File: config.mk
export PLATFORM = sky130hd
export DESIGN_NAME = cmd_deser
export DESIGN_NICKNAME = d
export VERILOG_FILES = /design/src/hw/sens_pkg.sv /design/src/hw/cmd_deser.sv
export SDC_FILE = /design/constraint.sdc
export NUM_CORES = 1
export LEC_CHECK = 0
export BUFFER_PORTS_ARGS = -buffer_cell sky130_fd_sc_hd__buf_2
export CAP_MARGIN = 20
export CELL_PAD_IN_SITES_DETAIL_PLACEMENT = 2
export CELL_PAD_IN_SITES_GLOBAL_PLACEMENT = 2
export CORE_ASPECT_RATIO = 1.25
export CORE_MARGIN = 2
export CORE_UTILIZATION = 31
export CTS_CLUSTER_DIAMETER = 80
export DETAILED_ROUTE_END_ITERATION = 7
export PLACE_DENSITY = 0.72
export SETUP_SLACK_MARGIN = 0.2
export SLEW_MARGIN = 10
export SYNTH_ARGS = -nofsm -noshare
export SYNTH_HDL_FRONTEND = slang
export SYNTH_SLANG_ARGS = --single-unit
File: constraint.sdc
create_clock -name mclk -period 2.1 [get_ports mclk]
set_clock_uncertainty 0.1 [all_clocks]
set_input_delay 0.21 -clock mclk [delete_from_list [all_inputs] [get_ports mclk]]
set_output_delay 0.21 -clock mclk [all_outputs]
set_load 0.05 [all_outputs]
File: src/hw/sens_pkg.sv
package sens_pkg;

    parameter int NUM_SENSORS        = 4;       // channels in the subsystem
    parameter int CMD_BYTES          = 6;       // AL, AH, D0..D3

    // command address map
    parameter int SENSOR_GROUP_ADDR  = 'h400;   // subsystem base
    parameter int SENSOR_BASE_INC    = 'h040;   // window per channel
    parameter int SENSOR_CTRL_REL    = 0;       // mode register
    parameter int SENS_STATUS_CTRL_REL = 4;     // status mode + seq number
    parameter int SENS_SYNC_MULT_REL = 6;       // frames to combine minus 1
    parameter int SENS_SYNC_LATE_REL = 7;       // late sync line count
    parameter int SENS_SYNC_LATE_DFLT = 15;     // late count out of reset

    parameter int SENSOR_CHN_EN_BIT  = 8;       // mode reg: channel enable
    parameter int SENSOR_16BIT_BIT   = 9;       // mode reg: 1 = 16 bpp, 0 = 8 bpp

    // status bus addressing
    parameter int STATUS_REG_BASE    = 'h20;    // channel 0
    parameter int STATUS_REG_INC     = 2;       // step per channel

    parameter int SENSOR_DATA_WIDTH  = 12;      // sensor pixel
    parameter int PX_OUT_WIDTH       = 16;      // packed output word

    // one assembled register write, stb is a single cycle
    typedef struct packed {
        logic        stb;
        logic [15:0] addr;
        logic [31:0] data;
    } cmd_wr_t;

    // [15:0] combined frames done, [16] enable, [17] 16-bit, [21:18] combine count
    typedef logic [21:0] status_word_t;
    typedef logic [1:0]  status_seq_t;          // seq number from status ctrl

endpackage

File: src/hw/cmd_deser.sv
module cmd_deser (
    input  logic              mclk,
    input  logic              rst_n,
    input  logic [7:0]        cmd_ad_in,  // AL with strobe, then AH, D0..D3
    input  logic              cmd_stb_in, // marks address low byte
    output sens_pkg::cmd_wr_t cmd_wr      // assembled write, stb one cycle
);

    localparam int CNT_W = $clog2(sens_pkg::CMD_BYTES);
    localparam int SR_W  = 8 * sens_pkg::CMD_BYTES;
    localparam logic [CNT_W-1:0] LAST_CNT = CNT_W'(sens_pkg::CMD_BYTES - 1);

    logic [CNT_W-1:0] byte_cnt;  // 0 = idle, else bytes already taken
    logic             busy;
    logic             stb_r;
    logic [SR_W-1:0]  sr;        // newest byte enters at the top

    assign busy = (byte_cnt != '0);

    always_ff @(posedge mclk or negedge rst_n) begin
        if (!rst_n) begin
            byte_cnt <= '0;
            stb_r    <= 1'b0;
        end else begin
            stb_r <= busy && (byte_cnt == LAST_CNT); // sixth byte this cycle
            if (cmd_stb_in && !busy) begin
                byte_cnt <= CNT_W'(1);
            end else if (busy) begin
                byte_cnt <= (byte_cnt == LAST_CNT) ? '0 : byte_cnt + 1'b1;
            end
        end
    end

    // shift right so AL ends up in the low byte after six shifts
    always_ff @(posedge mclk) begin
        if (cmd_stb_in || busy) begin
            sr <= {cmd_ad_in, sr[SR_W-1:8]};
        end
    end

    assign cmd_wr.stb  = stb_r;
    assign cmd_wr.addr = sr[15:0];      // AH:AL
    assign cmd_wr.data = sr[SR_W-1:16]; // D3..D0, D0 lowest

    // host must not start a new command before the last one is in
    a_no_stb_while_busy : assert property (
        @(posedge mclk) disable iff (!rst_n)
        busy |-> !cmd_stb_in
    ) else $error("cmd_stb_in while collecting command bytes");

endmodule

==> flow_metrics.tcl, run 1 <==
set metrics [dict create \
    cp_top_family "simple AND/OR/NAND/NOR gates" \
    cts_hold_buf 9 \
    endpoint "sr[19]" \
    fillers 493 \
    cts_tree "done" \
    outcome "completed" \
    regToRegStartpoint "byte_cnt[2]" \
    synth_top_cell_by_area "edfxtp_1" \
    clock_path_buffers 2 \
    route.detailed.wl_per_inst_um 14.12 \
    worstSetupPathType "reg2reg" \
    wl_mm 2.824 \
    dieArea_um2 5782 \
    gp_congestion 0.6693 \
    vias_per_cell 4.250 \
    cp_slowest_stage_delay_ps 410 \
    worstRegToRegCells 3 \
    worstPathMaxFanout 48 \
    syn_nets 73 \
    overflow 0 \
    clk_latency_ps 290 \
    crit_start "byte_cnt[2]" \
    yosysTopAreaCellShare_pct 89.65 \
    dr.pass1.iters 4 \
    synth-simple-area-share_pct 2.257 \
    avgSynthCellArea_um2 25.93 \
    io_buffers 59 \
    grt_pass1_wl_mm 4.298 \
    cp.arrival_ps 1470 \
    clkTransAtPathRegs_ps 80 \
    ant_nets 0 \
    synth_area_leaders "edfxtp_1 (90%), dfrtp_1 (6.2%), nand2b_1 (0.78%)" \
    critPathBufInv 1 \
    dr_wl_met3_um 249 \
    htree_levels 2 \
    ys_ff_latch 52 \
    m1WireLength_mm 1.138 \
    worst_ep_required_time_ps 1990 \
    initial_core_util_pct 31.88 \
    ctsResizeCount 0 \
    synth-xor-area-share_pct 0 \
    cts_root_buffer "clkbuf_8" \
    clkSinkCount 52 \
    synth_top_family_by_area "simple AND/OR/NAND/NOR gates" \
    fin_crit_ps 1583 \
    max_slew_margin_pct 60.79 \
    grt_pass1_vias 843 \
    worst-slew-pin-transition_ps 588.1 \
    tns_ps 0 \
    cts_inserted_buffers 5 \
    worst_hold_path_type "in2reg" \
    diodes 0 \
    path_cells "nor3_1, nand2b_2, buf_4" \
    rows 29 \
    synthCells 62 \
    setup_viol 0 \
    rsz0062_at_grt "no" \
    drcViolationCount 0 \
    synthDistinctLibCells 11 \
    drive_above_1_share_pct 49.28 \
    worstReg2RegEnd "sr[19]" \
    synthAdderAreaFrac_pct 0 \
    antenna_found_initial 0 \
    syn2layout_area_growth_pct 33.93 \
    synth-compound-area-share_pct 0.5447 \
    first_iter_violations 67 \
    hpwlAfterDp_mm 1.950 \
    slowest_stage "dfrtp_1" \
    cp.depth 3 \
    final-hold-violation-count 0 \
    topRoutingLayerUsed "met4" \
    num-nets-final 148 \
    yosysWarnings 0 \
    io_pins 60 \
    grt_max_degree 49 \
    vias 850 \
    route.met2.wl_mm 1.382 \
    grt_util_all_layers_pct 10.57 \
    syn_area_um2 1608 \
    post_cts_buffers 0 \
    fmax_mhz 631.9 \
    cap_violations 0 \
    rrSetupSlack_ps 520 \
    core_um2 5044 \
    dieHeight_um 84.52 \
    min_period_over_period_pct 75.36 \
    synthMuxAreaShare_pct 0.6226 \
    ys_seq_area_share_pct 95.88 \
    worst_setup_path_start_kind "flip-flop" \
    critPathCaptureType "flip-flop" \
    die_w_um 68.42 \
    timing.final.max_slew_violations 0 \
]
## worst register-to-register path: stages, from the launching register on
cell and delay (ps):
dfrtp_1 410, nor3_1 350, nand2b_2 80, buf_4 310
## worst min path at each step
stage	startpoint	endpoint	slack (ps)	depth (start not counted)
after floorplan	rst_n	byte_cnt[0]	-190	0
after global placement	rst_n	stb_r	-90	1
after detailed placement	rst_n	stb_r	-80	1
after CTS	cmd_stb_in	byte_cnt[0]	80	3
after global routing	cmd_stb_in	byte_cnt[0]	90	3
final	cmd_stb_in	byte_cnt[0]	90	3
## state kept, by name (all words and copies together) (netlist names)
name	count
sr	48
byte_cnt	3
stb_r	1
## through the flow
| stage | instances | worst slack [ps] | util (%) | cell area, um2 | hold slack (ps) |
|---|---|---|---|---|---|
| after global routing | 200 | 402.7 | 42.69 | 2153 | 92.74 |
| after floorplan | 62 | 415.5 | - | 1610 | -185.6 |
| after detailed placement | 183 | 523.5 | 39.32 | 1983 | -79.86 |
| final | 200 | 517.4 | 42.69 | 2153 | 86.80 |
| after global placement | 183 | 652.3 | 39.32 | 1983 | -86.51 |
| after CTS | 200 | 511.1 | 42.69 | 2153 | 82.77 |
## cells in the mapped netlist
cell type and instances:
and3_2 1, nor3_1 1, dfrtp_1 4, o21ai_2 1
inv_1 1, nor2_1 1, mux2i_1 1, buf_4 1
or2b_1 1, nand2b_1 2, edfxtp_1 48
## cells in the final DEF, fill, tap and decap left out, types with 2 or more instances in the layout
cell / n
clkbuf_8: 5
clkbuf_1: 2
dlygate4sd3_1: 9
edfxtp_1: 48
buf_2: 59
dfrtp_1: 4
## layout make-up
type / count / area [um2] / share of cell area (%)
Sequential cell: 52 / 1541 / 71.59
Clock buffer: 7 / 76.32 / 3.544
Clock inverter: 1 / 3.754 / 0.1743
Timing Repair Buffer: 69 / 392.9 / 18.25
Multi-Input combinational cell: 8 / 57.56 / 2.673
Tap cell: 62 / 77.57 / 3.603
Inverter: 1 / 3.754 / 0.1743
## routing by layer
layer  vias to the layer above  global-route usage [%]
met2                        47                   16.26
met3                         6                   4.692
met4                         0                   4.909
met5                         -                       0
li1                        387                       -
met1                       410                   12.44
## kinds of logic (layout without fill, tap and decap cells)
kind of cell / after synthesis / count (layout)
DFF: 52 / 52
AOI/OAI and AO/OA: 1 / 1
buffers and inverters: 2 / 78
muxes: 1 / 1
and+or+nand+nor: 6 / 6
Power of run 1 is left out: the tool's default activity adds up to more than one toggle a clock period on the data nets, which glitch-free logic cannot reach.
==> run 2, diff against run 1 <==
clock period = 1.4 ns   (was 2.1 ns; I/O delays follow)
==> flow_metrics.tcl, run 2 (same netlist as run 1, synthesis figures left out) <==
set metrics [dict create \
    worstPathMaxFanout 26 \
    grt_use_met1_pct 11.46 \
    largest_register "sr" \
    route.detailed.wl_per_inst_um 16.54 \
    cts_tree "done" \
    clk_latency_ps 300 \
    rsz0062_at_grt "yes" \
    max_slew_margin_pct 81.95 \
    cts_inserted_buffers 5 \
    fin_crit_ps 1279 \
    cp.arrival_ps 1240 \
    final-hold-violation-count 0 \
    vias_per_cell 4.219 \
    vias 907 \
    cts_root_buffer "clkbuf_8" \
    grt-busiest-layer "met2" \
    grt_pass1_wl_mm 4.574 \
    drcViolationCount 0 \
    syn2layout_area_growth_pct 49.88 \
    worst-slew-pin-transition_ps 272.6 \
    most-common-layout-cells "edfxtp_1 (48), buf_4 (39), buf_2 (32), dlygate4sd3_1 (9), clkbuf_8 (5)" \
    tns_ps 0 \
    grt_util_all_layers_pct 11.12 \
    critPathCaptureType "flip-flop" \
    clkTransAtPathRegs_ps 90 \
    grt_pass1_vias 881 \
    clock_path_buffers 2 \
    dieHeight_um 84.52 \
    core_um2 5044 \
    final_common_cell "edfxtp_1" \
    htree_levels 2 \
    worst_ep_required_time_ps 1360 \
    cap_violations 0 \
    grt_max_degree 27 \
    antenna_found_initial 0 \
    diodes 0 \
    outcome "completed" \
    dieArea_um2 5782 \
    worst_setup_path_start_kind "flip-flop" \
    first_iter_violations 83 \
    die_w_um 68.42 \
    io_buffers 59 \
    timing.final.max_slew_violations 0 \
    worstSetupPathType "reg2reg" \
    use_met3_pct 4.826 \
    ant_nets 0 \
    worst_hold_path_type "in2async" \
    fmax_mhz 781.8 \
    largest_reg_flops 48 \
    clkSinkCount 52 \
    min_period_over_period_pct 91.36 \
    gp_congestion 0.6023 \
    overflow 0 \
    gr-usage-met2_pct 19.41 \
    initial_core_util_pct 31.88 \
    top_regs "sr: 48 flops, byte_cnt: 3 flops, stb_r: 1 flops" \
    wl_mm 3.557 \
    io_pins 60 \
    num-nets-final 163 \
    dr.pass1.iters 2 \
    drive_above_1_share_pct 56.21 \
    rows 29 \
    setup_viol 0 \
    hpwlAfterDp_mm 2.262 \
    fillers 455 \
]
## run 2: routing by layer
layer / vias to the layer above / routed length [um]
met4: 0 / 21
met5: - / 0
met3: 3 / 272
met2: 48 / 2033
li1: 416 / -
met1: 440 / 1230
## run 2: critical path, cell delays in order (launching register included)
cell and delay, ps:
dfrtp_1 420, nor3_4 240, nand2b_4 100, buf_12 170
## run 2: layout make-up
| cell class | instances | area [um2] | area share, % |
|---|---|---|---|
| clock inverters | 2 | 35.03 | 1.454 |
| inverters | 1 | 3.754 | 0.1558 |
| flip-flops and latches | 52 | 1541 | 63.97 |
| well taps | 62 | 77.57 | 3.219 |
| clock buffers | 6 | 72.57 | 3.011 |
| multi-input cells | 8 | 73.82 | 3.063 |
| repair buffers | 84 | 605.6 | 25.13 |
## run 2: path summary, 6_finish.rpt
| check | from | to | slack, ps | cells past startpoint |
|---|---|---|---|---|
| worst max register to register | byte_cnt[2] | sr[24] | 120 | 3 |
| max in group asynchronous | rst_n | stb_r | 990 | 2 |
| worst max-delay path | byte_cnt[2] | sr[24] | 120 | 3 |
| worst min-delay path | rst_n | byte_cnt[2] | 90 | 2 |
| min in group mclk | cmd_stb_in | byte_cnt[0] | 260 | 5 |
| worst min register to register | sr[26] | sr[18] | 350 | 0 |
## run 2: per-stage QoR
stage / hold WS (ps) / instances / instance area, um2 / util, % / worst slack (ps)
5_1_grt: 86.55 / 215 / 2410 / 47.78 / 69.94
4_1_cts: 60.64 / 203 / 2257 / 44.75 / 128.4
2_1_floorplan: -255.6 / 62 / 1627 / - / 40.06
3_5_place_dp: -148.7 / 184 / 2032 / 40.29 / 132.4
6_report: 88.65 / 215 / 2410 / 47.78 / 121.0
3_3_place_gp: -158.4 / 184 / 2032 / 40.29 / 166.5
## run 2: what timing repair did
action / CTS / global route
resized for setup: 5 / 46
setup endpoints to repair: 53 / 74
buffers inserted: 2 / 12
pin swaps: 1 / 1
hold endpoints to repair: 12 / 0
hold buffers: 9 / 0
Power of run 2 is left out for the same reason.
==> run 3, diff against run 2 <==
CAP_MARGIN = not set   (was 20)
PLACE_DENSITY = not set   (was 0.72)
PLACE_DENSITY_LB_ADDON = 0.1   (was not set)
==> flow_metrics.tcl, run 3 (same netlist as run 1, synthesis figures left out) <==
set metrics [dict create \
    io_pins 60 \
    final_common_cell "edfxtp_1" \
    largest_reg_flops 48 \
    cap_violations 0 \
    timing.final.max_slew_violations 0 \
    cp.arrival_ps 1220 \
    ant_nets 0 \
    wl_mm 2.882 \
    worst_setup_path_start_kind "flip-flop" \
    most-common-layout-cells "edfxtp_1 (48), buf_2 (33), buf_4 (28), dlygate4sd3_1 (9), clkbuf_8 (5)" \
    fin_crit_ps 1269 \
    vias 844 \
    dieArea_um2 5782 \
    rrSetupSlack_ps 130 \
    worst_hold_path_type "in2reg" \
    die_w_um 68.42 \
    outcome "completed" \
    critPathCaptureType "flip-flop" \
    vias_per_cell 4.117 \
    clock_path_buffers 2 \
    worstSetupPathType "reg2reg" \
    worst_ep_required_time_ps 1350 \
    worst-slew-pin-transition_ps 260.3 \
    rows 29 \
    hpwlAfterDp_mm 2.136 \
    grt_max_degree 22 \
    max_slew_margin_pct 82.76 \
    fmax_mhz 788.1 \
    htree_levels 2 \
    worstPathMaxFanout 20 \
    min_period_over_period_pct 90.64 \
    cts_tree "done" \
    grt_pass1_vias 886 \
    dr.pass1.iters 2 \
    rsz0062_at_grt "yes" \
    syn2layout_area_growth_pct 43.58 \
    grt_util_all_layers_pct 10.82 \
    initial_core_util_pct 31.88 \
    final-hold-violation-count 0 \
    drive_above_1_share_pct 52.45 \
    grt_pass1_wl_mm 4.464 \
    clkSinkCount 52 \
    drcViolationCount 0 \
    antenna_found_initial 0 \
    diodes 0 \
    core_um2 5044 \
    overflow 0 \
    dieHeight_um 84.52 \
    setup_viol 0 \
    cts_inserted_buffers 5 \
    fillers 474 \
    finalHoldWorstSlack_ps 63.29 \
    route.detailed.wl_per_inst_um 14.06 \
    clk_latency_ps 290 \
    clkTransAtPathRegs_ps 80 \
    tns_ps 0 \
    largest_register "sr" \
    num-nets-final 153 \
    gp_congestion 0.5693 \
    first_iter_violations 25 \
    utilization_pct 45.77 \
    io_buffers 59 \
    top_regs "sr: 48 flops, byte_cnt: 3 flops, stb_r: 1 flops" \
    cts_root_buffer "clkbuf_8" \
]
[run 3: cell count changes in the layout (fill, tap and decap cells not counted)]
| cell | change |
|---|---|
| buf_2 | +1 |
| buf_4 | -11 |
| bufinv_16 | -1 |
| clkinv_1 | +1 |
| clkinv_2 | -1 |
| clkinvlp_4 | +1 |
[run 3: per-stage QoR]
step	instances	setup WS, ps	cell area (um2)
5_1_grt	205	72.08	2308
3_5_place_dp	185	117.6	2039
2_1_floorplan	62	40.06	1627
6_report	205	131.1	2308
3_3_place_gp	185	150.5	2039
4_1_cts	203	99.77	2226
[run 3: metal layers]
metal | global-route usage [%] | part of all wire (%) | up-vias | wire length, um
met3 | 3.753 | 6.8 | 2 | 197
met2 | 17.83 | 53 | 39 | 1522
met4 | 4.364 | 0.83 | 0 | 24
li1 | - | - | 397 | -
met5 | 0 | 0 | - | 0
met1 | 12.56 | 39 | 406 | 1137
[run 3: cell type report]
class	count	area, um2	area share, %
sequential	52	1541	66.78
timing repair buffer	74	528.0	22.87
tap	62	77.57	3.360
multi-input combinational	8	73.82	3.198
clock buffer	6	72.57	3.144
clock inverter	2	11.26	0.4878
inverter	1	3.754	0.1626
[run 3: worst max-delay path, cell delays in order (launching register included)]
cell      delay (ps)
dfrtp_1          420
nor3_4           230
nand2b_4         110
buf_12           170
[run 3: final timing paths]
check,startpoint,cells past startpoint,endpoint
max,byte_cnt[2],3,sr[8]
min reg2reg,sr[20],0,sr[12]
max reg2reg,byte_cnt[2],3,sr[8]
max in group asynchronous,rst_n,2,byte_cnt[0]
min,cmd_stb_in,3,byte_cnt[0]
min in group asynchronous,rst_n,2,stb_r
[run 3: timing repair]
item / 4_1_cts / 5_1_grt
setup endpoints to repair: 49 / 72
hold buffers: 9 / 0
endpoints found under the hold margin: 12 / 0
setup buffers: 1 / 2
pin swaps: 1 / 1
gates resized for setup: 2 / 50
Power of run 3 is left out for the same reason.
