File: src/hw/sens_pkg.sv
package sens_pkg;

    parameter int NUM_SENSORS        = 4;       // channels in the subsystem
    parameter int CMD_BYTES          = 6;       // AL, AH, D0..D3

    // command address map
    parameter int SENSOR_GROUP_ADDR  = 'h400;   // subsystem base
    parameter int SENSOR_BASE_INC    = 'h040;   // window per channel
    parameter int SENSOR_CTRL_REL    = 0;       // mode register
    parameter int SENS_STATUS_CTRL_REL = 4;     // status mode + seq number
    parameter int SENS_SYNC_MULT_REL = 6;       // frames to combine minus 1
    parameter int SENS_SYNC_LATE_REL = 7;       // late sync line count
    parameter int SENS_SYNC_LATE_DFLT = 15;     // late count out of reset

    parameter int SENSOR_CHN_EN_BIT  = 8;       // mode reg: channel enable
    parameter int SENSOR_16BIT_BIT   = 9;       // mode reg: 1 = 16 bpp, 0 = 8 bpp

    // status bus addressing
    parameter int STATUS_REG_BASE    = 'h20;    // channel 0
    parameter int STATUS_REG_INC     = 2;       // step per channel

    parameter int SENSOR_DATA_WIDTH  = 12;      // sensor pixel
    parameter int PX_OUT_WIDTH       = 16;      // packed output word

    // one assembled register write, stb is a single cycle
    typedef struct packed {
        logic        stb;
        logic [15:0] addr;
        logic [31:0] data;
    } cmd_wr_t;

    // [15:0] combined frames done, [16] enable, [17] 16-bit, [21:18] combine count
    typedef logic [21:0] status_word_t;
    typedef logic [1:0]  status_seq_t;          // seq number from status ctrl

endpackage

File: src/hw/sens_status_if.sv
interface sens_status_if;

    logic                   rq;     // channel has a status word pending
    logic                   start;  // router grant, one cycle
    sens_pkg::status_word_t data;   // held while rq
    sens_pkg::status_seq_t  seq;    // held while rq

    modport channel (
        output rq,
        output data,
        output seq,
        input  start
    );

    modport router (
        input  rq,
        input  data,
        input  seq,
        output start
    );

endinterface

File: src/hw/sensor_channel.sv
module sensor_channel #(
    parameter int SENSOR_NUMBER = 0
) (
    input  logic                                   mclk,
    input  logic                                   rst_n,
    input  sens_pkg::cmd_wr_t                      cmd_wr,     // broadcast write
    input  logic [sens_pkg::SENSOR_DATA_WIDTH-1:0] px_data,
    input  logic                                   px_hact,
    input  logic                                   px_vact,
    output logic [sens_pkg::PX_OUT_WIDTH-1:0]      dout,
    output logic                                   dout_valid,
    output logic                                   last_in_line,
    output logic                                   sof_out,
    output logic                                   eof_out,
    output logic                                   sof_late,
    sens_status_if.channel                         stat
);

    localparam int DW    = sens_pkg::SENSOR_DATA_WIDTH;
    localparam int PAD_W = sens_pkg::PX_OUT_WIDTH - DW;
    localparam logic [15:0] CHN_BASE =
        16'(sens_pkg::SENSOR_GROUP_ADDR + SENSOR_NUMBER * sens_pkg::SENSOR_BASE_INC);

    logic        chn_en, mode16;           // mode register
    logic [1:0]  stat_mode;                // 0 off, 1 single, 3 auto
    sens_pkg::status_seq_t stat_seq;
    logic [7:0]  sync_mult, sync_late;
    logic        wr_ctrl, wr_stat, wr_mult, wr_late;
    logic        hact_d, vact_d, line_end, vact_rise, vact_fall;
    logic        half, dv_r, flush_r;      // half: low byte waiting for a pair
    logic [7:0]  lo_byte;
    logic        in_frame, sof_now, eof_now, late_pend, late_hit;
    logic [7:0]  frm_idx, late_cnt;        // sensor frame in combined, lines since sof
    logic [15:0] frame_cnt;                // combined frames completed
    logic        rq_r, new_rq;
    sens_pkg::status_word_t word_nxt, snap_word;
    sens_pkg::status_seq_t  seq_nxt, snap_seq;

    assign wr_ctrl = cmd_wr.stb && (cmd_wr.addr == CHN_BASE + 16'(sens_pkg::SENSOR_CTRL_REL));
    assign wr_stat = cmd_wr.stb && (cmd_wr.addr == CHN_BASE + 16'(sens_pkg::SENS_STATUS_CTRL_REL));
    assign wr_mult = cmd_wr.stb && (cmd_wr.addr == CHN_BASE + 16'(sens_pkg::SENS_SYNC_MULT_REL));
    assign wr_late = cmd_wr.stb && (cmd_wr.addr == CHN_BASE + 16'(sens_pkg::SENS_SYNC_LATE_REL));

    always_ff @(posedge mclk or negedge rst_n) begin
        if (!rst_n) begin
            chn_en    <= 1'b0;
            mode16    <= 1'b0;
            stat_mode <= 2'b00;
            stat_seq  <= '0;
            sync_mult <= 8'd0;
            sync_late <= 8'(sens_pkg::SENS_SYNC_LATE_DFLT);
        end else begin
            if (wr_ctrl) begin
                chn_en <= cmd_wr.data[sens_pkg::SENSOR_CHN_EN_BIT];
                mode16 <= cmd_wr.data[sens_pkg::SENSOR_16BIT_BIT];
            end
            if (wr_stat) begin
                stat_mode <= cmd_wr.data[1:0];
                stat_seq  <= cmd_wr.data[5:4];
            end
            if (wr_mult) sync_mult <= cmd_wr.data[7:0];
            if (wr_late) sync_late <= cmd_wr.data[7:0];
        end
    end

    assign line_end  = hact_d && !px_hact;
    assign vact_rise = px_vact && !vact_d;
    assign vact_fall = vact_d && !px_vact;

    // pixel packer control
    always_ff @(posedge mclk or negedge rst_n) begin
        if (!rst_n) begin
            dv_r    <= 1'b0;
            flush_r <= 1'b0;
            half    <= 1'b0;
        end else begin
            dv_r    <= 1'b0;
            flush_r <= 1'b0;
            if (chn_en && px_hact) begin
                dv_r <= mode16 || half;         // every pixel, or every pair
                half <= !mode16 && !half;
            end else if (chn_en && half && line_end) begin
                dv_r    <= 1'b1;                // odd line, flush half word
                flush_r <= 1'b1;
                half    <= 1'b0;
            end else if (!chn_en) begin
                half <= 1'b0;
            end
        end
    end

    always_ff @(posedge mclk) begin
        if (px_hact && mode16) begin
            dout <= {px_data, {PAD_W{1'b0}}};   // msb aligned
        end else if (px_hact && !half) begin
            lo_byte <= px_data[DW-1 -: 8];      // first of pair
        end else if (px_hact) begin
            dout <= {px_data[DW-1 -: 8], lo_byte};
        end else if (line_end) begin
            dout <= {8'h00, lo_byte};
        end
    end

    assign dout_valid   = dv_r;
    assign last_in_line = dv_r && (flush_r || !px_hact); // hact already low

    // frame combine and late sync
    assign sof_now  = vact_rise && !in_frame && chn_en;
    assign eof_now  = vact_fall && in_frame && (frm_idx >= sync_mult);
    assign late_hit = late_pend &&
                      ((line_end && (late_cnt + 8'd1 >= sync_late)) || eof_now);

    always_ff @(posedge mclk or negedge rst_n) begin
        if (!rst_n) begin
            hact_d    <= 1'b0;
            vact_d    <= 1'b0;
            in_frame  <= 1'b0;
            frm_idx   <= 8'd0;
            frame_cnt <= 16'd0;
            late_pend <= 1'b0;
            late_cnt  <= 8'd0;
            sof_out   <= 1'b0;
            eof_out   <= 1'b0;
            sof_late  <= 1'b0;
        end else begin
            hact_d   <= px_hact;
            vact_d   <= px_vact;
            sof_out  <= sof_now;
            eof_out  <= eof_now;
            sof_late <= late_hit;
            if (sof_now) begin
                in_frame <= 1'b1;
                frm_idx  <= 8'd0;
            end else if (eof_now) begin
                in_frame  <= 1'b0;
                frame_cnt <= frame_cnt + 16'd1;
            end else if (vact_fall && in_frame) begin
                frm_idx <= frm_idx + 8'd1;      // more sensor frames to go
            end
            if (sof_now) begin
                late_pend <= 1'b1;
                late_cnt  <= 8'd0;
            end else if (late_hit) begin
                late_pend <= 1'b0;
            end else if (late_pend && line_end) begin
                late_cnt <= late_cnt + 8'd1;
            end
        end
    end

    // status source, snapshot frozen while rq is up
    assign new_rq   = (wr_stat && cmd_wr.data[1:0] == 2'b01) ||
                      (eof_now && stat_mode == 2'b11);
    assign seq_nxt  = wr_stat ? cmd_wr.data[5:4] : stat_seq;
    assign word_nxt = {sync_mult[3:0], mode16, chn_en, frame_cnt + 16'(eof_now)};

    always_ff @(posedge mclk or negedge rst_n) begin
        if (!rst_n) begin
            rq_r <= 1'b0;
        end else begin
            rq_r <= new_rq || (rq_r && !stat.start);
        end
    end

    always_ff @(posedge mclk) begin
        if (!rq_r || stat.start) begin
            snap_word <= word_nxt;
            snap_seq  <= seq_nxt;
        end
    end

    assign stat.rq   = rq_r;
    assign stat.data = snap_word;
    assign stat.seq  = snap_seq;

    a_no_dv_disabled : assert property (
        @(posedge mclk) disable iff (!rst_n)
        (!chn_en && !$past(chn_en)) |-> !dout_valid
    ) else $error("dout_valid on disabled channel %0d", SENSOR_NUMBER);

    // request and its payload hold until the router grants
    a_rq_hold : assert property (
        @(posedge mclk) disable iff (!rst_n)
        (stat.rq && !stat.start) |=> (stat.rq && $stable(stat.data) && $stable(stat.seq))
    ) else $error("status request dropped before start, channel %0d", SENSOR_NUMBER);

endmodule

File: src/flat_wrapper.sv
// flat-port wrapper written by rule: the top's interface ports become plain ports
module sensor_channel_flat 
#(
    parameter int SENSOR_NUMBER = 0
)
  (mclk, rst_n, cmd_wr, px_data, px_hact, px_vact, dout, dout_valid, last_in_line, sof_out, eof_out, sof_late, stat_rq, stat_data, stat_seq, stat_start);
  sens_status_if stat_i ();
  input  logic mclk;
  input  logic rst_n;
  input  sens_pkg::cmd_wr_t cmd_wr;
  input  logic [sens_pkg::SENSOR_DATA_WIDTH-1:0] px_data;
  input  logic px_hact;
  input  logic px_vact;
  output logic [sens_pkg::PX_OUT_WIDTH-1:0] dout;
  output logic dout_valid;
  output logic last_in_line;
  output logic sof_out;
  output logic eof_out;
  output logic sof_late;
  output wire logic [$bits(stat_i.rq)-1:0] stat_rq;
  output wire logic [$bits(stat_i.data)-1:0] stat_data;
  output wire logic [$bits(stat_i.seq)-1:0] stat_seq;
  input wire logic [$bits(stat_i.start)-1:0] stat_start;
  assign stat_rq = stat_i.rq;
  assign stat_data = stat_i.data;
  assign stat_seq = stat_i.seq;
  assign stat_i.start = stat_start;
  sensor_channel #(.SENSOR_NUMBER(SENSOR_NUMBER)) u_core (.mclk(mclk), .rst_n(rst_n), .cmd_wr(cmd_wr), .px_data(px_data), .px_hact(px_hact), .px_vact(px_vact), .dout(dout), .dout_valid(dout_valid), .last_in_line(last_in_line), .sof_out(sof_out), .eof_out(eof_out), .sof_late(sof_late), .stat(stat_i));
endmodule
File: config.mk
export PLATFORM = sky130hd
export DESIGN_NAME = sensor_channel_flat
export DESIGN_NICKNAME = d
export VERILOG_FILES = /design/src/hw/sens_pkg.sv /design/src/hw/sens_status_if.sv /design/src/hw/sensor_channel.sv /design/src/flat_wrapper.sv
export SDC_FILE = /design/constraint.sdc
export NUM_CORES = 1
export LEC_CHECK = 0
export BUFFER_PORTS_ARGS = -buffer_cell sky130_fd_sc_hd__buf_2
export CORE_ASPECT_RATIO = 0.5
export CORE_MARGIN = 2
export CORE_UTILIZATION = 23
export CTS_CLUSTER_SIZE = 10
export DETAILED_ROUTE_END_ITERATION = 10
export GPL_ROUTABILITY_DRIVEN = 1
export GPL_TIMING_DRIVEN = 0
export PLACE_DENSITY = 0.42
export SLEW_MARGIN = 15
export SYNTH_ARGS = -nofsm -noshare
export SYNTH_HDL_FRONTEND = slang
export SYNTH_SLANG_ARGS = --single-unit
File: constraint.sdc
create_clock -name mclk -period 2.8 [get_ports mclk]
set_input_delay 0.28 -clock mclk [delete_from_list [all_inputs] [get_ports mclk]]
set_output_delay 0.28 -clock mclk [all_outputs]
set_load 0.01 [all_outputs]
==> impl_results.md, run 1 <==
- Number of global-route vias before repair: 3465
- Final Total Pwr: 3.92 mW
- Worst-Margin Slew: 1000 ps
- Fin nets: 635
- Period minus WS final: 2750 ps
- # port buffers: 89
- CP Data Arrival Time: 3080 ps
- CP startpoint kind: flip-flop
- CTS clk-pin slew, worst paths: 50 ps
- Pin count of the biggest net entering global routing: 54
- Cell area after layout: 6720 um2
- First-pass GRT wire length: 18400 um
- Hold Path End: u_core.vact_d
- Hold-critical path depth: 1
- Initial Utilization: 23.3%
- Syn nets: 508
- Diodes inserted: 0
- Unrepaired setup endpoints after global routing: yes
- FF-to-FF End: u_core.late_cnt[2]
- WL per Instance: 13.7 um
- Layout area overhead: 34.3%
- Worst VDD drop: 0.319 mV
- Worst-Skew Late Latency: 410 ps
- Period utilization: 98.4%
- Die Ht: 108 um
- Synthesized area: 5000 um2
- Relative slew slack: 32.1%
- Synth Flop Type: dfrtp_1
- Slew Viols, Final: 0
- Asr flop ratio synth: 57.5%
- GR Overflow Total: 0
- Drt first pass iters: 4
- Register area share after synthesis: 60.6%
- RePlAce Congestion: 0.712
- Final WL: 11800 um
- R2R cell count: 10
- Core Area: 21500 um2
- Cell Area, Placed: 5860 um2
- Reg2Reg Launch Point: u_core.sync_mult[0]
- Leak: 3.07 nW
- Number of synthesized flops with an enable pin: 44
- WP data required: 3120 ps
- Initial antenna violation count: 0
- Row cnt: 38
- Share of cells above drive strength 1: 30.7%
- Vias: 3536
- Yosys reg bits: 113
- Pwr Density: 584 nW/um2
- Reg2reg setup slack: 50 ps
- Status: completed
- Remaining antenna violation count: 0
- Fin Clk Skew: 18.4 ps
- Full die area: 23000 um2
- CTS tree: yes
- Fmax: 0.363 GHz
- Hold Crit Class: in -> reg
- # DRC: 0
- Syn. warnings: 0
- HP Start: px_vact
- Die X: 213 um
- Final setup violating endpoints: 0
- H-Tree Depth: 4
- CTS Buf Count: 17
- Total clock sinks: 113
- Hold Violations, Final: 0
- DRT iter0 DRCs: 187
- CTS Root Cell: clkbuf_16
- Clock buffer depth: 2
- Detailed Place HPWL: 8240 um
- Via-per-instance ratio: 4.11
- Worst setup EP type: flip-flop
- Worst Path Max Fanout: 7
- Synth unique cells: 45
- Mapped Cells: 421
- Post-Syn Area per Cell: 11.9 um2
- # IOs: 112
- Overall Global Routing Usage: 10.5%
- CP Class: reg -> reg
- Max cap viols: 0
[registers in the layout (all words and copies together) (netlist names)]
name and cells:
u_core.hact_d 1, u_core.sync_late 8, u_core.flush_r 1, u_core.vact_d 1, u_core.frame_cnt 16, u_core.sync_mult 8, u_core.eof_out 1, u_core.frm_idx 8
u_core.sof_late 1, u_core.chn_en 1, u_core.dout_valid 1, u_core.stat.seq 2, u_core.sof_out 1, u_core.stat_mode 2, u_core.mode16 1, u_core.stat.data 22
u_core.late_pend 1, u_core.in_frame 1, u_core.lo_byte 8, u_core.stat.rq 1, u_core.dout 16, u_core.late_cnt 8, u_core.stat_seq 2, u_core.half 1
[cell usage after synthesis (all sizes together) (14+ instances only)]
cell	instances	share of area, %
dfrtp	61	31
edfxtp	44	26
nand2	41	3.1
xnor2	30	5.3
o21ai	29	2.9
inv	24	1.8
ha	21	5.3
nand3	21	2.1
nor2	14	1.1
[where the power goes]
group / switching, mW / total [mW] / internal [mW] / leakage, nW
Combinational: 0.0626 / 0.109 / 0.0465 / 1.49
Sequential: 0.00432 / 1.74 / 1.73 / 1.33
Clock: 0.752 / 2.08 / 1.33 / 0.260
[final cells by class]
class / instances / area (um2)
plain buffers: 12 / 56.3
clock buffers: 22 / 454
clock inverters: 10 / 111
fillers: 2253 / 14800
inverters: 24 / 103
multi-input cells: 270 / 1950
flip-flops and latches: 113 / 3040
well taps: 300 / 375
repair buffers: 110 / 632
[cells by family (layout without fill, tap and decap cells)]
family	Yosys count	in the layout	synth area share, %
simple gates	137	137	14.1
mux	10	10	2.18
compound gates	63	63	8.01
fa+ha+maj	21	21	5.25
xor+xnor	39	39	6.83
buf+inv	38	178	3.00
flops	113	113	60.6
[placed cells by master, fill, tap and decap left out, drive strengths merged, types with 7 or more instances in the layout]
| cell | count |
|---|---|
| and3 | 7 |
| clkbuf | 33 |
| nand4 | 13 |
| a21oi | 13 |
| ha | 21 |
| edfxtp | 44 |
| nor2 | 14 |
| xnor2 | 30 |
| nand3 | 21 |
| xor2 | 9 |
| dfrtp | 61 |
| o21ai | 29 |
| inv | 23 |
| and2 | 13 |
| buf | 110 |
| mux2 | 7 |
| nand2 | 41 |
[worst max-delay path: stages, from the launching register on]
cell and delay [ps]:
dfrtp_1 410, ha_1 330, nand2b_4 140, a2111o_1 470
a21oi_4 230, or2_1 140, buf_6 120, clkinv_8 70
buf_4 130, or4_1 490, a21oi_1 130
[timing repair]
| item | 4_1_cts | 5_1_grt |
|---|---|---|
| resized for setup | 15 | 22 |
| hold endpoints to repair | 12 | 0 |
| gates cloned | 0 | 0 |
| setup buffers | 8 | 11 |
| hold buffers | 1 | 0 |
| pin swaps | 2 | 9 |
| endpoints found under the setup margin | 20 | 19 |
[layer usage]
layer | share of wire (%) | GRT usage, %
met5 | 0 | 0
met4 | 1.0 | 4.05
met3 | 3.8 | 2.50
met2 | 48 | 16.6
met1 | 47 | 14.1
[worst max-delay path by stage]
stage                             start                    to  slack [ps]  cells past startpoint
floorplan             u_core.frm_idx[0]  u_core.stat.data[14]          20                     14
global placement      u_core.frm_idx[5]  u_core.stat.data[15]        -490                     13
detailed placement    u_core.frm_idx[5]  u_core.stat.data[15]        -480                     13
CTS                  u_core.late_cnt[0]    u_core.late_cnt[4]           7                     12
global route        u_core.sync_mult[0]    u_core.late_cnt[2]         -40                     10
finish              u_core.sync_mult[0]    u_core.late_cnt[2]          50                     10
[metrics by stage]
step           setup TNS, ps  util [%]  setup WS (ps)  instances  hold slack, ps
5_1_grt                 -176      31.2          -44.8        861            2.08
6_report                   0      31.2           45.4        861            14.9
4_1_cts                    0      30.4           7.19        850            1.88
2_1_floorplan              0         -           18.0        421           -15.6
3_3_place_gp           -6520      27.1           -492        810             411
3_5_place_dp           -6270      27.3           -485        811             145
Power figures use the tool's default switching activity.
==> inputs of run 2 (changes only) <==
--- a/config.mk
+++ b/config.mk
@@ -13,7 +13,7 @@
 export DETAILED_ROUTE_END_ITERATION = 10
 export GPL_ROUTABILITY_DRIVEN = 1
 export GPL_TIMING_DRIVEN = 0
-export PLACE_DENSITY = 0.42
+export PLACE_DENSITY = 0.5
 export SLEW_MARGIN = 15
 export SYNTH_ARGS = -nofsm -noshare
 export SYNTH_HDL_FRONTEND = slang
==> impl_results.md, run 2 (synthesis gave the netlist of run 1 again) <==
- Die X: 213 um (unchanged)
- Combinational power share: 2.8% (about the same)
- Number of global-route vias before repair: 3433 (-0.92%)
- Fin nets: 625 (-1.6%)
- Drt first pass iters: 4 (unchanged)
- Pin count of the biggest net entering global routing: 51 (-5.6%)
- Reg2Reg Launch Point: u_core.sync_mult[0]
- # fillers: 2216 (-1.6%)
- Hold Crit Class: in -> reg
- Overall Global Routing Usage: 9.86% (-0.67 points)
- Final Total Pwr: 3.84 mW (-2.0%)
- Period minus WS final: 2650 ps (-107 ps)
- Slew Viols, Final: 0 (unchanged)
- Pre-CTS setup slack: -518 ps (-33.0 ps)
- Unrepaired setup endpoints after global routing: no
- CTS clk-pin slew, worst paths: 50 ps (about the same)
- CTS tree: yes
- PnR worst setup slack: 152 ps (+107 ps)
- # port buffers: 89 (unchanged)
- Commonest non-fill, non-tap cells in the layout: 88 x buf_2, 59 x dfrtp_1, 44 x edfxtp_1
- Clock share of power: 52.0% (-1.0 points)
- Detailed Place HPWL: 7690 um (-6.6%)
- Initial antenna violation count: 2 (+2)
- DRT iter0 DRCs: 94 (-50%)
- Worst Path Max Fanout: 15 (+8)
- Core Area: 21500 um2 (unchanged)
- Fmax: 0.378 GHz (+4.0%)
- H-Tree Depth: 4 (unchanged)
- Cell Area, Placed: 5860 um2 (unchanged)
- FF-to-FF End: u_core.stat.data[14]
- Switching part of the total power: 20.9% (about the same)
- Final WL: 10700 um (-9.5%)
- # DRC: 0 (unchanged)
- First-pass GRT wire length: 17300 um (-5.8%)
- Final setup violating endpoints: 0 (unchanged)
- Pint: 3.04 mW (-1.9%)
- CP startpoint kind: flip-flop
- Clock buffer depth: 2 (unchanged)
- CP Class: reg -> reg
- Via-per-instance ratio: 4.09 (-0.40%)
- Pwr Density: 585 nW/um2 (+0.16%)
- Fin Clk Skew: 9.10 ps (-9.25 ps)
- R2R cell count: 11 (+1)
- HP Start: px_data[11]
- Leak: 3.00 nW (-2.3%)
- WL per Instance: 12.5 um (-8.6%)
- Worst-Margin Slew: 1000 ps (-0.582 ps)
- Remaining antenna violation count: 0 (unchanged)
- CTS Buf Count: 17 (unchanged)
- Max cap viols: 0 (unchanged)
- Switch Pwr: 0.803 mW (-2.0%)
- Most common cell after layout, fill and taps aside: buf_2
- Initial Utilization: 23.3% (unchanged)
- Share of cells above drive strength 1: 28.1% (-2.5 points)
- CTS Root Cell: clkbuf_16
- Cell area after layout: 6570 um2 (-2.1%)
- GR Overflow Total: 0 (unchanged)
- Hold Path End: u_core.lo_byte[7]
- Die Ht: 108 um (unchanged)
- Hold-critical path depth: 1 (unchanged)
- # IOs: 112 (unchanged)
- CP Data Arrival Time: 2800 ps (-280 ps)
- Seq pwr share: 45.1% (+0.9 points)
- Worst VDD drop: 0.439 mV (+38%)
- Max reg flops: 22 (unchanged)
- Reg2reg setup slack: 150 ps (+110 ps)
- Layout area overhead: 31.4%
- Full die area: 23000 um2 (unchanged)
- Worst-Skew Late Latency: 410 ps (about the same)
- Status: completed
- Row cnt: 38 (unchanged)
- Total clock sinks: 113 (unchanged)
- RePlAce Congestion: 0.755 (+6.1%)
- Vias: 3489 (-1.3%)
- Period utilization: 94.6% (-3.8 points)
- Worst setup EP type: flip-flop
- Hold Violations, Final: 0 (unchanged)
- WP data required: 2950 ps (-170 ps)
- Relative slew slack: 32.1% (+0.039 points)
run 2: cell types whose count changed in the layout (fill, tap and decap cells not counted), moves of 2 or more:
cell and delta:
dlygate4sd3_1 +2, diode_2 +2, buf_4 -10, clkinv_2 +4, clkinvlp_4 -3
run 2: worst max-delay path by stage:
stage,start,end,slack [ps],cells after the start
4_1_cts,u_core.late_cnt[0],u_core.late_cnt[4],9,12
2_1_floorplan,u_core.frm_idx[0],u_core.stat.data[14],20,14
5_1_grt,u_core.late_cnt[0],u_core.late_cnt[5],3,12
3_5_place_dp,u_core.frm_idx[5],u_core.stat.data[15],-520,13
3_3_place_gp,u_core.frm_idx[5],u_core.stat.data[15],-480,13
6_report,u_core.sync_mult[0],u_core.stat.data[14],150,11
run 2: cell type report:
cell class / count / area, um2 / area share, %
repair buffers: 100 / 558 / 8.49
well taps: 300 / 375 / 5.71
multi-input cells: 270 / 1900 / 28.9
inverters: 24 / 97.6 / 1.48
clock inverters: 10 / 83.8 / 1.28
flip-flops and latches: 113 / 3040 / 46.2
clock buffers: 22 / 465 / 7.08
diodes: 2 / 5.00 / 0.0761
plain buffers: 12 / 56.3 / 0.856
run 2: metal layers:
layer  global-route usage (%)  up-vias  part of all wire (%)
met3                     3.14       11                   3.4
met2                     15.6       36                    48
met4                     3.95        0                   1.5
met5                        0        -                     0
li1                         -     1743                     -
met1                     12.6     1699                    47
run 2: metrics by stage:
stage,hold WS (ps),std cells,utilization (%),TNS (ps)
3_3_place_gp,413,810,27.1,-5730
5_1_grt,39.8,852,30.6,0
4_1_cts,41.5,848,30.2,0
3_5_place_dp,171,811,27.3,-6580
6_report,61.5,853,30.6,0
2_1_floorplan,-15.6,421,-,0
run 2: power groups by stage:
stage	clock [mW]	combinational, mW	sequential [mW]
final	2.00	0.109	1.74
after global routing	2.15	0.123	1.73
after CTS	2.06	0.112	1.73
after detailed placement	0	0.108	1.77
after global placement	0	0.101	1.77
after floorplan	0	0.0247	1.77
run 2: critical path: stages, from the launching register on:
cell,delay (ps)
dfrtp_1,410
ha_1,270
nand2b_1,140
a2111o_1,430
a21oi_4,240
or2_1,140
buf_6,140
inv_8,60
ha_4,180
ha_4,190
nand4_1,100
xnor2_1,70
run 2: what timing repair did:
action / 4_1_cts / 5_1_grt
setup buffers: 4 / 3
gates resized for setup: 15 / 12
hold buffers: 3 / 0
pin swaps: 3 / 4
endpoints found under the hold margin: 17 / 0
endpoints found under the setup margin: 19 / 16
==> inputs of run 3 (changes only) <==
--- a/config.mk
+++ b/config.mk
@@ -12,7 +12,6 @@
 export CTS_CLUSTER_SIZE = 10
 export DETAILED_ROUTE_END_ITERATION = 10
 export GPL_ROUTABILITY_DRIVEN = 1
-export GPL_TIMING_DRIVEN = 0
 export PLACE_DENSITY = 0.5
 export SLEW_MARGIN = 15
 export SYNTH_ARGS = -nofsm -noshare
==> impl_results.md, run 3 (synthesis gave the netlist of run 1 again) <==
- Pin count of the biggest net entering global routing: 66 (+29%)
- Worst-Skew Late Latency: 410 ps (about the same)
- Relative slew slack: 58.4% (+26 points)
- Overall Global Routing Usage: 9.93% (+0.075 points)
- Final Total Pwr: 3.89 mW (+1.2%)
- Initial antenna violation count: 0 (-2)
- CP startpoint kind: flip-flop
- # IOs: 112 (unchanged)
- Status: completed
- GR Overflow Total: 0 (unchanged)
- Period utilization: 91.8% (-2.7 points)
- Vias: 3469 (-0.57%)
- Row cnt: 38 (unchanged)
- Leak: 3.07 nW (+2.2%)
- Die X: 213 um (unchanged)
- Number of global-route vias before repair: 3483 (+1.5%)
- CTS Buf Count: 17 (unchanged)
- H-Tree Depth: 4 (unchanged)
- Pre-CTS setup slack: 12.0 ps (+530 ps)
- Hold-critical path depth: 1 (unchanged)
- Worst VDD drop: 0.359 mV (-18%)
- Final setup violating endpoints: 0 (unchanged)
- Remaining antenna violation count: 0 (unchanged)
- CTS tree: yes
- Total clock sinks: 113 (unchanged)
- Worst-Margin Slew: 620 ps (-384 ps)
- Slowest-stage cell, CP: or4_1
- CP Data Arrival Time: 2900 ps (+100 ps)
- PnR worst setup slack: 229 ps (+76.4 ps)
- Total negative slack: 0 ps (unchanged)
- Die Ht: 108 um (unchanged)
- First-pass GRT wire length: 17600 um (+1.6%)
- Final WL: 10800 um (+0.98%)
- CP Class: reg -> reg
- Hold_ws: 58.1 ps (-3.38 ps)
- WL per Instance: 12.6 um (+0.98%)
- Hold Crit Class: in -> reg
- WP depth: 10 (-1)
- Worst Path Max Fanout: 8 (-7)
- Core Area: 21500 um2 (unchanged)
- Worst setup EP type: flip-flop
- Cell Area, Placed: 5950 um2 (+1.5%)
- Unrepaired setup endpoints after global routing: no
- Full die area: 23000 um2 (unchanged)
- Slew Viols, Final: 0 (unchanged)
- Max incr delay on CP: 410 ps (-20 ps)
- WP data required: 3120 ps (+170 ps)
- Fin nets: 627 (+0.32%)
- Most common cell after layout, fill and taps aside: buf_2
- Via-per-instance ratio: 4.07 (-0.57%)
- Bufs and invs on worst path: 0 (-2)
- DRT iter0 DRCs: 149 (+59%)
- Commonest non-fill, non-tap cells in the layout: 89 x buf_2, 61 x dfrtp_1, 44 x edfxtp_1
- CP top delay family: simple AND/OR/NAND/NOR gates
- Layout area overhead: 31.0%
- # fillers: 2251 (+1.6%)
- Fin Clk Skew: 11.2 ps (+2.06 ps)
- Period minus WS final: 2570 ps (-76.4 ps)
- RePlAce Congestion: 0.712 (-5.8%)
- CTS Root Cell: clkbuf_16
- Pwr Density: 594 nW/um2 (+1.6%)
- Detailed Place HPWL: 7660 um (-0.44%)
- Hold Violations, Final: 0 (unchanged)
- Max cap viols: 0 (unchanged)
- Max reg flops: 22 (unchanged)
- Initial Utilization: 23.3% (unchanged)
- Drt first pass iters: 4 (unchanged)
- R2R cell count: 10 (-1)
- Cell area after layout: 6550 um2 (-0.34%)
- # port buffers: 89 (unchanged)
- Share of cells above drive strength 1: 29.3% (+1.2 points)
- Cell chain of the critical path: and3_1, nand3_1, xnor2_1, ha_1, a21oi_1, o21ai_0, a211oi_2, o21ai_2, or4_1, a21oi_1
- CTS clk-pin slew, worst paths: 60 ps (about the same)
- Fmax: 0.389 GHz (+3.0%)
- Clock buffer depth: 2 (unchanged)
- Crit-path most repeated cell: a21oi_1
- Diodes inserted: 0 (-2)
- # DRC: 0 (unchanged)
==> run 3: changes by cell type in the layout (fill, tap and decap cells not counted), sizes merged <==
cell	delta
clkbuf	-12
clkinvlp	-1
dlygate4sd3	-1
clkinv	+1
inv	+2
diode	-2
buf	+13
==> run 3: per-stage QoR <==
step | instances | util (%)
final | 853 | 30.5
after global routing | 853 | 30.5
after CTS | 853 | 30.4
after detailed placement | 819 | 27.7
after global placement | 819 | 27.7
after floorplan | 421 | -
==> run 3: power by group <==
part | switching, mW | total (mW) | internal, mW
registers | 0.00398 | 1.73 | 1.73
logic | 0.0612 | 0.107 | 0.0459
clock network | 0.779 | 2.05 | 1.27
==> run 3: timing repair <==
| action | in CTS | in global routing |
|---|---|---|
| pin swaps | 0 | 1 |
| gates resized for setup | 2 | 5 |
| endpoints found under the hold margin | 62 | 0 |
| hold buffers | 2 | 0 |
| setup endpoints to repair | 2 | 15 |
| buffers inserted | 0 | 0 |
==> run 3: cell type report <==
type | count | area (um2) | area share (%)
multi-input combinational | 270 | 1840 | 28.1
inverter | 24 | 90.1 | 1.38
timing repair buffer | 114 | 651 | 9.93
sequential | 113 | 3030 | 46.3
clock inverter | 12 | 105 | 1.60
tap | 300 | 375 | 5.73
clock buffer | 20 | 458 | 6.99
==> run 3: worst paths after layout <==
kind                                startpoint                    to  slack, ps
max                         u_core.late_cnt[0]    u_core.late_cnt[6]        230
min                                px_data[10]     u_core.lo_byte[6]         60
max reg2reg                 u_core.late_cnt[0]    u_core.late_cnt[6]        230
min reg2reg                u_core.sync_mult[3]  u_core.stat.data[21]        450
max in group asynchronous                rst_n   u_core.sync_late[0]       2040
min in group asynchronous                rst_n     u_core.frm_idx[5]        420
==> run 3: routing by layer <==
metal / wire (um) / part of all wire, % / up-vias / GRT usage, %
met4: 123 / 1.1 / 0 / 3.45
li1: - / - / 1738 / -
met5: 0 / 0 / - / 0
met1: 5280 / 49 / 1685 / 12.7
met2: 5110 / 47 / 36 / 16.2
met3: 263 / 2.4 / 10 / 2.90
